$ cat src/hw/cpu_defs.svh
`ifndef CPU_DEFS_SVH
`define CPU_DEFS_SVH

// Datapath widths
`define WORD_W   32          // Data and address
`define REG_A_W  5           // Register index
`define NUM_REGS 32
`define OP_W     6           // Opcode field
`define FN_W     6           // R-type function field
`define IMM_W    21          // Memory immediate field

// Opcodes, bits 31..26 of the instruction
`define OP_RTYPE 6'd0
`define OP_JUMP  6'd2
`define OP_BEQ   6'd4
`define OP_ADDI  6'd8
`define OP_LDB   6'd32       // Byte load
`define OP_LDW   6'd35       // Word load
`define OP_STB   6'd40
`define OP_STW   6'd43

// Function codes, R-type only
`define FN_MUL   6'd24

`endif

$ cat src/hw/cpu_pkg.sv
`include "cpu_defs.svh"

package cpu_pkg;

    // Widths with a meaning of their own
    typedef logic [`WORD_W-1:0]  word_t;      // Data or address
    typedef logic [`REG_A_W-1:0] reg_addr_t;  // Register file index
    typedef logic [`OP_W-1:0]    opcode_t;
    typedef logic [`FN_W-1:0]    funct_t;

    // Four-phase link state, shared by both ports
    // Receive side: IDLE waits for req, BUSY holds ack until req drops
    // Send side: IDLE -> BUSY with req up -> RETURN with req down, waiting for ack low
    typedef enum logic [1:0] {
        HS_IDLE   = 2'd0,
        HS_BUSY   = 2'd1,
        HS_RETURN = 2'd2
    } hs_state_t;

endpackage

$ cat src/hw/decode_if.sv
// One decoded instruction, fetch side -> issue port
interface decode_if;
    import cpu_pkg::*;

    logic      valid;          // Fetch slot full, fields below are meaningful
    logic      take;           // One-cycle pulse from issue port, moves the item

    word_t     pc;
    opcode_t   op_code;
    funct_t    funct_code;
    reg_addr_t rs_addr;
    reg_addr_t rt_addr;
    reg_addr_t dest_reg;
    word_t     rs_data;        // Register file contents this cycle
    word_t     rt_data;
    word_t     mimmediat;      // Sign-extended memory offset
    word_t     jump_addr;

    // Control bits for later stages
    logic      regwrite;
    logic      memtoreg;
    logic      branch;
    logic      memwrite;
    logic      memread;
    logic      byteword;       // 1 word, 0 byte
    logic      alusrc;
    logic      is_jump;
    logic      is_mult;
    logic      illegal;

    modport producer (
        output valid, pc, op_code, funct_code, rs_addr, rt_addr, dest_reg,
               rs_data, rt_data, mimmediat, jump_addr,
               regwrite, memtoreg, branch, memwrite, memread, byteword,
               alusrc, is_jump, is_mult, illegal
    );

    modport consumer (
        input  valid, pc, op_code, funct_code, rs_addr, rt_addr, dest_reg,
               rs_data, rt_data, mimmediat, jump_addr,
               regwrite, memtoreg, branch, memwrite, memread, byteword,
               alusrc, is_jump, is_mult, illegal,
        output take
    );

endinterface

$ cat src/hw/fetch_port.sv
// Receive side of the fetch link plus a one-entry holding slot
module fetch_port (
    input  logic          clk,
    input  logic          reset,
    input  logic          in_req,
    input  cpu_pkg::word_t in_pc,
    input  cpu_pkg::word_t in_instr,
    output logic          in_ack,
    input  logic          take,       // Issue port empties the slot
    output logic          valid,
    output cpu_pkg::word_t pc,
    output cpu_pkg::word_t instr
);
    import cpu_pkg::*;

    hs_state_t state;
    logic      full;
    logic      latch;                 // Accept a new instruction this edge

    // No new request accepted while the previous one still sits in the slot
    assign latch = (state == HS_IDLE) && in_req && !full;
    assign valid = full;

    always_ff @(posedge clk) begin
        if (reset) begin
            state  <= HS_IDLE;
            in_ack <= 1'b0;
            full   <= 1'b0;
        end else begin
            if (take)
                full <= 1'b0;         // Never coincides with latch, full is high here
            case (state)
                HS_IDLE: begin
                    if (latch) begin
                        state  <= HS_BUSY;
                        in_ack <= 1'b1;   // Ack on the same edge as the capture
                        full   <= 1'b1;
                    end
                end
                HS_BUSY: begin
                    // Hold ack until the fetch side lets go of req
                    if (!in_req) begin
                        state  <= HS_IDLE;
                        in_ack <= 1'b0;
                    end
                end
                default: state <= HS_IDLE;
            endcase
        end
    end

    // Holding register
    always_ff @(posedge clk) begin
        if (latch) begin
            pc    <= in_pc;
            instr <= in_instr;
        end
    end

endmodule

$ cat src/hw/reg_file.sv
`include "cpu_defs.svh"

// 32 x 32 register file, r0 hardwired to zero
module reg_file (
    input  logic                clk,
    input  logic                reset,
    input  cpu_pkg::reg_addr_t  rs_addr,
    input  cpu_pkg::reg_addr_t  rt_addr,
    output cpu_pkg::word_t      rs_data,
    output cpu_pkg::word_t      rt_data,
    input  logic                wb_en,      // Write-back strobe
    input  cpu_pkg::reg_addr_t  wb_addr,
    input  cpu_pkg::word_t      wb_data
);
    import cpu_pkg::*;

    word_t regs [`NUM_REGS];

    // Write port, r0 writes dropped
    always_ff @(posedge clk) begin
        if (reset) begin
            for (int i = 0; i < `NUM_REGS; i++) begin
                regs[i] <= '0;
            end
        end else if (wb_en && (wb_addr != '0)) begin
            regs[wb_addr] <= wb_data;
        end
    end

    // Read ports are combinational
    // A write in the same cycle only shows up on the next read
    assign rs_data = (rs_addr == '0) ? '0 : regs[rs_addr];
    assign rt_data = (rt_addr == '0) ? '0 : regs[rt_addr];

endmodule

$ cat src/hw/control_unit.sv
`include "cpu_defs.svh"

// Main decoder, opcode and funct to control bits
module control_unit (
    input  cpu_pkg::opcode_t op_code,
    input  cpu_pkg::funct_t  funct_code,
    output logic             regwrite,   // WB writes a register
    output logic             memtoreg,   // WB data from memory
    output logic             branch,
    output logic             memwrite,
    output logic             memread,
    output logic             byteword,   // 1 word access, 0 byte access
    output logic             alusrc,     // ALU operand B from immediate
    output logic             is_jump,
    output logic             is_mult,    // Steer to multiplier pipe
    output logic             illegal
);

    always_comb begin
        regwrite = 1'b0;
        memtoreg = 1'b0;
        branch   = 1'b0;
        memwrite = 1'b0;
        memread  = 1'b0;
        byteword = 1'b0;
        alusrc   = 1'b0;
        is_jump  = 1'b0;
        is_mult  = 1'b0;
        illegal  = 1'b0;
        case (op_code)
            `OP_RTYPE: begin
                regwrite = 1'b1;
                is_mult  = (funct_code == `FN_MUL);
            end
            `OP_ADDI: begin
                regwrite = 1'b1;
                alusrc   = 1'b1;
            end
            `OP_LDW, `OP_LDB: begin
                regwrite = 1'b1;
                memtoreg = 1'b1;
                memread  = 1'b1;
                alusrc   = 1'b1;
                byteword = (op_code == `OP_LDW);   // LDB stays byte
            end
            `OP_STW, `OP_STB: begin
                memwrite = 1'b1;
                alusrc   = 1'b1;
                byteword = (op_code == `OP_STW);
            end
            `OP_BEQ:  branch  = 1'b1;
            `OP_JUMP: is_jump = 1'b1;
            default:  illegal = 1'b1;             // Unknown opcode
        endcase
    end

endmodule

$ cat src/hw/decode_stage.sv
`include "cpu_defs.svh"

// Field split, immediates and destination select, feeds decode_if
module decode_stage (
    input  logic               valid_in,   // Fetch slot full
    input  cpu_pkg::word_t     pc,
    input  cpu_pkg::word_t     instr,
    output cpu_pkg::reg_addr_t rs_addr,    // To register file
    output cpu_pkg::reg_addr_t rt_addr,
    input  cpu_pkg::word_t     rs_data,    // From register file
    input  cpu_pkg::word_t     rt_data,
    decode_if.producer         dec
);
    import cpu_pkg::*;

    opcode_t   op_code;
    funct_t    funct_code;
    reg_addr_t rd_addr;
    logic      dest_is_rt;                 // I-type carrying rt as dest

    // Instruction fields
    assign op_code    = instr[`WORD_W-1 -: `OP_W];   // 31..26
    assign rs_addr    = instr[25:21];
    assign rt_addr    = instr[20:16];
    assign rd_addr    = instr[15:11];
    assign funct_code = instr[`FN_W-1:0];            // 5..0

    // Loads and ADDI write rt, everything else carries rd
    // Stores carry rt as dest too, even though they write nothing
    always_comb begin
        case (op_code)
            `OP_LDW, `OP_LDB, `OP_ADDI,
            `OP_STW, `OP_STB:           dest_is_rt = 1'b1;
            default:                    dest_is_rt = 1'b0;
        endcase
    end

    assign dec.valid      = valid_in;
    assign dec.pc         = pc;
    assign dec.op_code    = op_code;
    assign dec.funct_code = funct_code;
    assign dec.rs_addr    = rs_addr;
    assign dec.rt_addr    = rt_addr;
    assign dec.dest_reg   = dest_is_rt ? rt_addr : rd_addr;
    assign dec.rs_data    = rs_data;
    assign dec.rt_data    = rt_data;

    // Memory offset, sign-extended from bit 20
    assign dec.mimmediat  = {{(`WORD_W - `IMM_W){instr[`IMM_W-1]}}, instr[`IMM_W-1:0]};

    // Jump target stays inside the current 256 MB region
    assign dec.jump_addr  = {pc[`WORD_W-1 -: 4], instr[25:0], 2'b00};

    control_unit u_control_unit (
        .op_code    (op_code),
        .funct_code (funct_code),
        .regwrite   (dec.regwrite),
        .memtoreg   (dec.memtoreg),
        .branch     (dec.branch),
        .memwrite   (dec.memwrite),
        .memread    (dec.memread),
        .byteword   (dec.byteword),
        .alusrc     (dec.alusrc),
        .is_jump    (dec.is_jump),
        .is_mult    (dec.is_mult),
        .illegal    (dec.illegal)
    );

endmodule

$ cat src/hw/issue_port.sv
// Stage boundary register and send side of the execute link
module issue_port (
    input  logic               clk,
    input  logic               reset,
    decode_if.consumer         dec,
    output logic               out_req,
    input  logic               out_ack,
    output cpu_pkg::word_t     out_pc,
    output cpu_pkg::opcode_t   out_op_code,
    output cpu_pkg::funct_t    out_funct_code,
    output cpu_pkg::reg_addr_t out_rs_addr,
    output cpu_pkg::reg_addr_t out_rt_addr,
    output cpu_pkg::reg_addr_t out_dest_reg,
    output cpu_pkg::word_t     out_rs_data,
    output cpu_pkg::word_t     out_rt_data,
    output cpu_pkg::word_t     out_mimmediat,
    output cpu_pkg::word_t     out_jump_addr,
    output logic               out_regwrite,
    output logic               out_memtoreg,
    output logic               out_branch,
    output logic               out_memwrite,
    output logic               out_memread,
    output logic               out_byteword,
    output logic               out_alusrc,
    output logic               out_is_jump,
    output logic               out_is_mult,
    output logic               out_illegal
);
    import cpu_pkg::*;

    hs_state_t state;    // Anything but IDLE means a packet is held

    // Pull the next item only when the link is fully back to idle
    assign dec.take = (state == HS_IDLE) && dec.valid;

    always_ff @(posedge clk) begin
        if (reset) begin
            state   <= HS_IDLE;
            out_req <= 1'b0;
        end else begin
            case (state)
                HS_IDLE: begin
                    if (dec.take) begin
                        state   <= HS_BUSY;
                        out_req <= 1'b1;      // Packet registered on this edge too
                    end
                end
                HS_BUSY: begin
                    if (out_ack) begin
                        state   <= HS_RETURN;
                        out_req <= 1'b0;
                    end
                end
                HS_RETURN: begin
                    if (!out_ack)
                        state <= HS_IDLE;     // Execute has closed the cycle
                end
                default: state <= HS_IDLE;
            endcase
        end
    end

    // Packet register, stable from take until the next take
    always_ff @(posedge clk) begin
        if (dec.take) begin
            out_pc         <= dec.pc;
            out_op_code    <= dec.op_code;
            out_funct_code <= dec.funct_code;
            out_rs_addr    <= dec.rs_addr;
            out_rt_addr    <= dec.rt_addr;
            out_dest_reg   <= dec.dest_reg;
            out_rs_data    <= dec.rs_data;
            out_rt_data    <= dec.rt_data;
            out_mimmediat  <= dec.mimmediat;
            out_jump_addr  <= dec.jump_addr;
            out_regwrite   <= dec.regwrite;
            out_memtoreg   <= dec.memtoreg;
            out_branch     <= dec.branch;
            out_memwrite   <= dec.memwrite;
            out_memread    <= dec.memread;
            out_byteword   <= dec.byteword;
            out_alusrc     <= dec.alusrc;
            out_is_jump    <= dec.is_jump;
            out_is_mult    <= dec.is_mult;
            out_illegal    <= dec.illegal;
        end
    end

endmodule

$ cat src/hw/decode_top.sv
// Decode stage, fetch link in, execute link out
module decode_top (
    input  logic               clk,
    input  logic               reset,
    // Fetch link
    input  logic               in_req,
    input  cpu_pkg::word_t     in_pc,
    input  cpu_pkg::word_t     in_instr,
    output logic               in_ack,
    // Write-back port
    input  logic               wb_en,
    input  cpu_pkg::reg_addr_t wb_addr,
    input  cpu_pkg::word_t     wb_data,
    // Execute link
    output logic               out_req,
    input  logic               out_ack,
    output cpu_pkg::word_t     out_pc,
    output cpu_pkg::opcode_t   out_op_code,
    output cpu_pkg::funct_t    out_funct_code,
    output cpu_pkg::reg_addr_t out_rs_addr,
    output cpu_pkg::reg_addr_t out_rt_addr,
    output cpu_pkg::reg_addr_t out_dest_reg,
    output cpu_pkg::word_t     out_rs_data,
    output cpu_pkg::word_t     out_rt_data,
    output cpu_pkg::word_t     out_mimmediat,
    output cpu_pkg::word_t     out_jump_addr,
    output logic               out_regwrite,
    output logic               out_memtoreg,
    output logic               out_branch,
    output logic               out_memwrite,
    output logic               out_memread,
    output logic               out_byteword,
    output logic               out_alusrc,
    output logic               out_is_jump,
    output logic               out_is_mult,
    output logic               out_illegal
);
    import cpu_pkg::*;

    logic      fetch_valid;
    word_t     fetch_pc;
    word_t     fetch_instr;
    reg_addr_t rs_addr;
    reg_addr_t rt_addr;
    word_t     rs_data;
    word_t     rt_data;

    decode_if dec_bus ();

    fetch_port u_fetch_port (
        .clk      (clk),
        .reset    (reset),
        .in_req   (in_req),
        .in_pc    (in_pc),
        .in_instr (in_instr),
        .in_ack   (in_ack),
        .take     (dec_bus.take),   // Slot empties when issue port takes
        .valid    (fetch_valid),
        .pc       (fetch_pc),
        .instr    (fetch_instr)
    );

    reg_file u_reg_file (
        .clk     (clk),
        .reset   (reset),
        .rs_addr (rs_addr),
        .rt_addr (rt_addr),
        .rs_data (rs_data),
        .rt_data (rt_data),
        .wb_en   (wb_en),
        .wb_addr (wb_addr),
        .wb_data (wb_data)
    );

    decode_stage u_decode_stage (
        .valid_in (fetch_valid),
        .pc       (fetch_pc),
        .instr    (fetch_instr),
        .rs_addr  (rs_addr),
        .rt_addr  (rt_addr),
        .rs_data  (rs_data),
        .rt_data  (rt_data),
        .dec      (dec_bus.producer)
    );

    issue_port u_issue_port (
        .clk            (clk),
        .reset          (reset),
        .dec            (dec_bus.consumer),
        .out_req        (out_req),
        .out_ack        (out_ack),
        .out_pc         (out_pc),
        .out_op_code    (out_op_code),
        .out_funct_code (out_funct_code),
        .out_rs_addr    (out_rs_addr),
        .out_rt_addr    (out_rt_addr),
        .out_dest_reg   (out_dest_reg),
        .out_rs_data    (out_rs_data),
        .out_rt_data    (out_rt_data),
        .out_mimmediat  (out_mimmediat),
        .out_jump_addr  (out_jump_addr),
        .out_regwrite   (out_regwrite),
        .out_memtoreg   (out_memtoreg),
        .out_branch     (out_branch),
        .out_memwrite   (out_memwrite),
        .out_memread    (out_memread),
        .out_byteword   (out_byteword),
        .out_alusrc     (out_alusrc),
        .out_is_jump    (out_is_jump),
        .out_is_mult    (out_is_mult),
        .out_illegal    (out_illegal)
    );

endmodule

$ cat config.mk
export PLATFORM = sky130hd
export DESIGN_NAME = decode_top
export DESIGN_NICKNAME = d
export VERILOG_FILES = /design/src/hw/cpu_pkg.sv /design/src/hw/decode_if.sv /design/src/hw/fetch_port.sv /design/src/hw/reg_file.sv /design/src/hw/control_unit.sv /design/src/hw/decode_stage.sv /design/src/hw/issue_port.sv /design/src/hw/decode_top.sv
export VERILOG_INCLUDE_DIRS = /design/src /design/src/hw
export SDC_FILE = /design/constraint.sdc
export NUM_CORES = 2
export LEC_CHECK = 0
export BUFFER_PORTS_ARGS = -buffer_cell sky130_fd_sc_hd__buf_4
export CAP_MARGIN = 20
export CORE_UTILIZATION = 62
export DETAILED_ROUTE_END_ITERATION = 16
export PLACE_DENSITY = 0.8
export RECOVER_POWER = 50
export SETUP_SLACK_MARGIN = 0.1
export SYNTH_ARGS = -nofsm -noshare
export SYNTH_HDL_FRONTEND = slang
export SYNTH_SLANG_ARGS = --single-unit
$ cat constraint.sdc
create_clock -name clk -period 13 [get_ports clk]
set_input_delay 2.6 -clock clk [delete_from_list [all_inputs] [get_ports clk]]
set_output_delay 2.6 -clock clk [all_outputs]
set_load 0.005 [all_outputs]
Word level (Yosys, flattened, before mapping)

Memory sizes are Yosys's and may differ from the RTL's. A register that Yosys moved wholly into a read port is not among the register bits.
Cells that the tools add are included.
W data, S select, Z words.

Reduce and logical (&&, ||, !) cells: 23
Equality and inequality tests: 16
Muxes and demuxes: 33

Operators with widths:

| operator             | count |
|---|---|
| $mux W32             | 1 |
| $reduce_or A32 Y1    | 1 |
| $eq A6 B6 Y1 const B | 4 |
| $mux W1              | 20 |
| $logic_not A5 Y1     | 2 |
| $mux W2              | 5 |
| $mux W5              | 2 |
| $reduce_and A3 Y1    | 3 |
| $ne A2 B2 Y1 const B | 4 |
| $reduce_or A8 Y1     | 1 |
| $eq A6 B2 Y1 const B | 1 |
| $eq A6 B3 Y1 const B | 1 |
| $eq A6 B4 Y1 const B | 1 |
| $eq A6 B5 Y1 const B | 1 |
| $logic_not A6 Y1     | 1 |
| $pmux W1 S2          | 3 |
| $pmux W2 S3          | 1 |
| $reduce_bool A5 Y1   | 1 |
| $reduce_or A5 Y1     | 1 |
| $eq A2 B1 Y1 const B | 2 |
| $logic_and A1 B1 Y1  | 4 |
| $logic_not A2 Y1     | 2 |
| $pmux W2 S2          | 1 |
| $reduce_bool A2 Y1   | 2 |
| other kinds (6)      | 7 |

Register bits: 190
Bits of input ports: 106
Memory bits (writable): 1,024
Output and inout bits: 199
Word-level logic and storage cells: 97
Memories kept: 1

Memory list:

| memory          | words | bits a word | read ports | clocked after memory_dff | write ports | RTL line       | RTL |
|---|---|---|---|---|---|---|---|
| u_reg_file.regs | 32    | 32          | 2          | 2                        | 32          | reg_file.sv:17 | `` word_t regs [`NUM_REGS]; `` |

Depth between registers and ports, before layout

Depth after elaboration: 7
Depth in mapped cells: 9
Depth with buffers taken out: 5

Modules after synthesis

Synthesis repeated with hierarchy kept, for this count alone.

Cell total of the unflattened synthesis: 4,293
Area total of the unflattened synthesis: 64,521.9 um^2

Modules (own cells, without submodules):

| module       | sequential area each (um^2) | cells an instance | area an instance (um^2) | instances |
|---|---|---|---|---|
| reg_file     | 30,749.5                    | 3,765             | 54,647.4                | 1 |
| issue_port   | 5,975.7                     | 211               | 6,058.3                 | 1 |
| fetch_port   | 1,961.9                     | 71                | 2,004.4                 | 1 |
| decode_stage | 0.0                         | 224               | 1,655.3                 | 1 |
| control_unit | 0.0                         | 22                | 156.4                   | 1 |

Worst setup path before layout

Ideal clock, no wire load.

Path kind: register -> register
From: register u_fetch_port.full (netlist: u_fetch_port.valid)
To: register u_issue_port.out_alusrc (enable)
Required time: 12.153 ns
Clock period less this slack: 11.547 ns
Arrival: 10.700 ns
Setup time: 0.847 ns
Path slack: 1.453 ns
Buffers on the path: 0
Cell stages (with the launch flop): 2
Cell sequence: dfxtp_1 nor3b_1

Longest elaborated chain between the ends: 1

RTL lines:

| element                  | RTL line         | RTL |
|---|---|---|
| start: declaration       | fetch_port.sv:17 | `logic full;` |
| start signal: assignment | fetch_port.sv:28 | `full <= 1'b0;` |
| start signal: assignment | fetch_port.sv:31 | `full <= 1'b0;` |
| start signal: assignment | fetch_port.sv:37 | `full <= 1'b1;` |
| $logic_and A1 B1 Y1      | issue_port.sv:34 | `assign dec.take = (state == HS_IDLE) && dec.valid;` |
| via dec_bus.take         | decode_if.sv:6   | `logic take;` |
| end signal: assignment   | issue_port.sv:82 | `out_alusrc <= dec.alusrc;` |
| end: declaration         | issue_port.sv:24 | `output logic out_alusrc,` |

The timed path passes the listed nets, and every way through them passes these cells.
A chain may end at the register's enable or synchronous reset.

Worst setup path after layout

From: register u_fetch_port.instr[22]
To: register u_issue_port.out_rs_data[7] (read register of u_reg_file.regs) (data pin)

Longest elaborated chain between the ends: 1

RTL lines:

| element                  | RTL line         | RTL |
|---|---|---|
| start: declaration       | fetch_port.sv:12 | `output cpu_pkg::word_t instr` |
| start signal: assignment | fetch_port.sv:56 | `instr <= in_instr;` |
| $logic_not A5 Y1         | reg_file.sv:32   | `assign rs_data = (rs_addr == '0) ? '0 : regs[rs_addr];` |
| end: declaration         | issue_port.sv:14 | `output cpu_pkg::word_t out_rs_data,` |

Parallel ways exist; a longest one is shown, timed or not.

==> metrics.txt <==
Critical Path RT 13.49 ns; DRT antenna net count 0; area delta synth->final 10.3%; period utilization 0.666; r2r startpoint u_fetch_port.instr[22]; post-synthesis mux area share 0.180; dpl hpwl 115 mm; commonest non-fill, non-tap cell in the layout edfxtp_1; post-layout min period 8.66 ns; post-cts sizing count 0; fraction of the yosys area taken by sequential cells 0.593; initial drt markers 5,700; Post-CTS Repair Setup Buffers 0; Async SR Flop Fraction 0; largest family of logic cells by synthesized area multiplexers; worst-skew pair later-pin latency 0.77 ns; CP endpoint kind flop; xor/xnor share of the synthesized area 0.000280; clk sinks 1,235; Power Dens Cells 140 nW/µm²; max reg flops 1,024; TritonCTS clock tree built; max_slew headroom -1.64; layout cell share with drive strength beyond 1 0.171; via count 41.1k; Synth warnings 0; CP Class reg2reg; CTS Buffer Depth 3; Initial DRT Pass Iterations 6; cell area after synthesis 62,500 µm²; Fin Hold WS 0.414 ns; #FFs+latches synth 1,235; port buffer count 302; first-pass GRT wire length 273 mm; vias in the first global route 39.8k; post-DR vias/cell 6.92; Total GRT Usage 0.372; adder-cell share of the synthesized area 0; cells on worst reg2reg path 7; Placer Congestion 0.957; Die Wd 320 µm; CP Max Fanout 51; Slew Viols, Final 1,539; final WL 191 mm; Compound-Gate Fraction of Synth Area 0.0626; count of final hold-check violations 0; CTS buffer count 130; commonest cells after routing, fill and taps aside 1,230 x edfxtp_1, 668 x mux2i_1, 618 x and2_1; number of synthesized flops with an enable pin 1,230; clk slew on worst S/H paths 0.06 ns; I/O pins 305; Simple-Gate Fraction of Synth Area 0.125; syn avg cell area 14.0 µm²; worst-margin pin slew 3.97 ns; Biggest register u_reg_file.regs; hold path depth 0; Hold Crit Class reg2reg; WHS Endpoint u_issue_port.out_pc[6]; worst reg2reg setup slack 4.34 ns; Core Footprint 100,000 µm²; DRC viols 0; RSZ-0062 raised after global routing no; Root Buffer clkbuf_16; Final Skew 0.0251 ns; die footprint 102,000 µm²; initial antenna violation count 6; prevailing post-synth register cell edfxtp_1; Final nets 4,633; IR Drop Worst-Case VDD 91.4 µV; setup TNS 0 ns; Setup Viol. Count Final 0; effective utilization at floorplan 0.625; Rows 116; HP Start u_fetch_port.pc[6]; Hold Buf Count CTS 0; DR WL/cell 32.2 µm; Synth cell types 48; P_leak 25.1 nW; largest net degree at the start of global routing 114; GRT Residual Overflow 0; Max Freq 115 MHz; crit path launch type flop; gate count of the mapped netlist 4,465; status complete, but fails checks; Critical Path AT 9.15 ns; H-tree Lvls 4; RR Endpoint u_issue_port.out_rs_data[7]; violated checks max-capacitance violations, max-slew violations; Vert. Die Dim 320 µm; total of max-cap violations 42
Yosys cell counts, types with 28 or more instances:
master,number,area share
mux2_2,37,0.0067
clkbuf_1,297,0.018
a22oi_1,192,0.023
o22ai_1,61,0.0061
edfxtp_1,1230,0.59
buf_2,54,0.0043
or2_2,32,0.0032
buf_4,114,0.014
a22o_1,28,0.0039
o221ai_1,32,0.0045
nand2_1,154,0.0092
mux2i_1,668,0.11
mux4_2,184,0.066
a211oi_1,58,0.0070
and2_1,994,0.099
nand4_1,36,0.0036
a32o_1,28,0.0045
nor2_1,43,0.0026
a21oi_1,31,0.0025
worst max-delay path, stage by stage (launching register included):
cell      delay (ns)
edfxtp_1        0.35
clkbuf_1        1.07
nor2b_1         2.71
clkbuf_1        2.69
a22oi_1         0.39
nand2_1         0.40
o22ai_1         0.28
a32o_1          0.39
metal layers:
layer  track usage  up-vias  routed length [µm]
met2         0.566     3397               85600
met5             0        -                  40
li1              -    16900                   -
met1         0.487    20200               67200
met4         0.229        6               13400
met3        0.0888      592               25000
per-stage QoR:
step | total power [mW] | instance area (µm²) | util | instances | worst slack [ns]
after global routing | 9.83 | 68900 | 0.689 | 5933 | 4.52
after floorplan | 5.46 | 62600 | - | 4498 | 1.45
after detailed placement | 5.90 | 65000 | 0.650 | 5691 | 6.75
final | 9.62 | 68900 | 0.689 | 5934 | 4.34
after CTS | 9.59 | 69200 | 0.692 | 5930 | 7.54
after global placement | 5.87 | 65000 | 0.650 | 5691 | 6.94
power by group:
part	total (mW)	internal, mW	leakage [nW]	switching, mW
Sequential	4.75	4.63	11.7	0.124
Combinational	1.11	0.409	11.4	0.704
Clock	3.76	2.17	2.06	1.58
Total	9.62	7.21	25.1	2.41
worst max-delay path by stage:
stage / from / to / slack [ns] / cells after the start
after global routing: u_fetch_port.instr[22] / u_issue_port.out_rs_data[1] / 4.52 / 7
after detailed placement: reset / u_reg_file.regs[10][20] / 6.75 / 6
after floorplan: u_fetch_port.valid / u_issue_port.out_alusrc / 1.45 / 1
final: u_fetch_port.instr[22] / u_issue_port.out_rs_data[7] / 4.34 / 7
after global placement: reset / u_reg_file.regs[10][18] / 6.94 / 6
after CTS: reset / u_reg_file.regs[10][24] / 7.54 / 6
final cells by class:
type                            instances  area, µm²
Multi-Input combinational cell       2767      23200
Clock inverter                         81        848
Clock buffer                          158       3400
Tap cell                             1298       1620
Timing Repair Buffer                  390       2760
Fill cell                            6620      31100
Sequential cell                      1235      37000
Inverter                                3       11.3
Antenna cell                            2       5.00
cell families (layout without fill, tap and decap cells):
group,count (synthesis),in the layout
muxes,889,889
AOI/OAI and AO/OA,520,520
other,1,36
buffers and inverters,496,632
DFF,1235,1235
xor gates and xnor gates,2,2
and+or+nand+nor,1322,1322
Power figures use the tool's default switching activity.
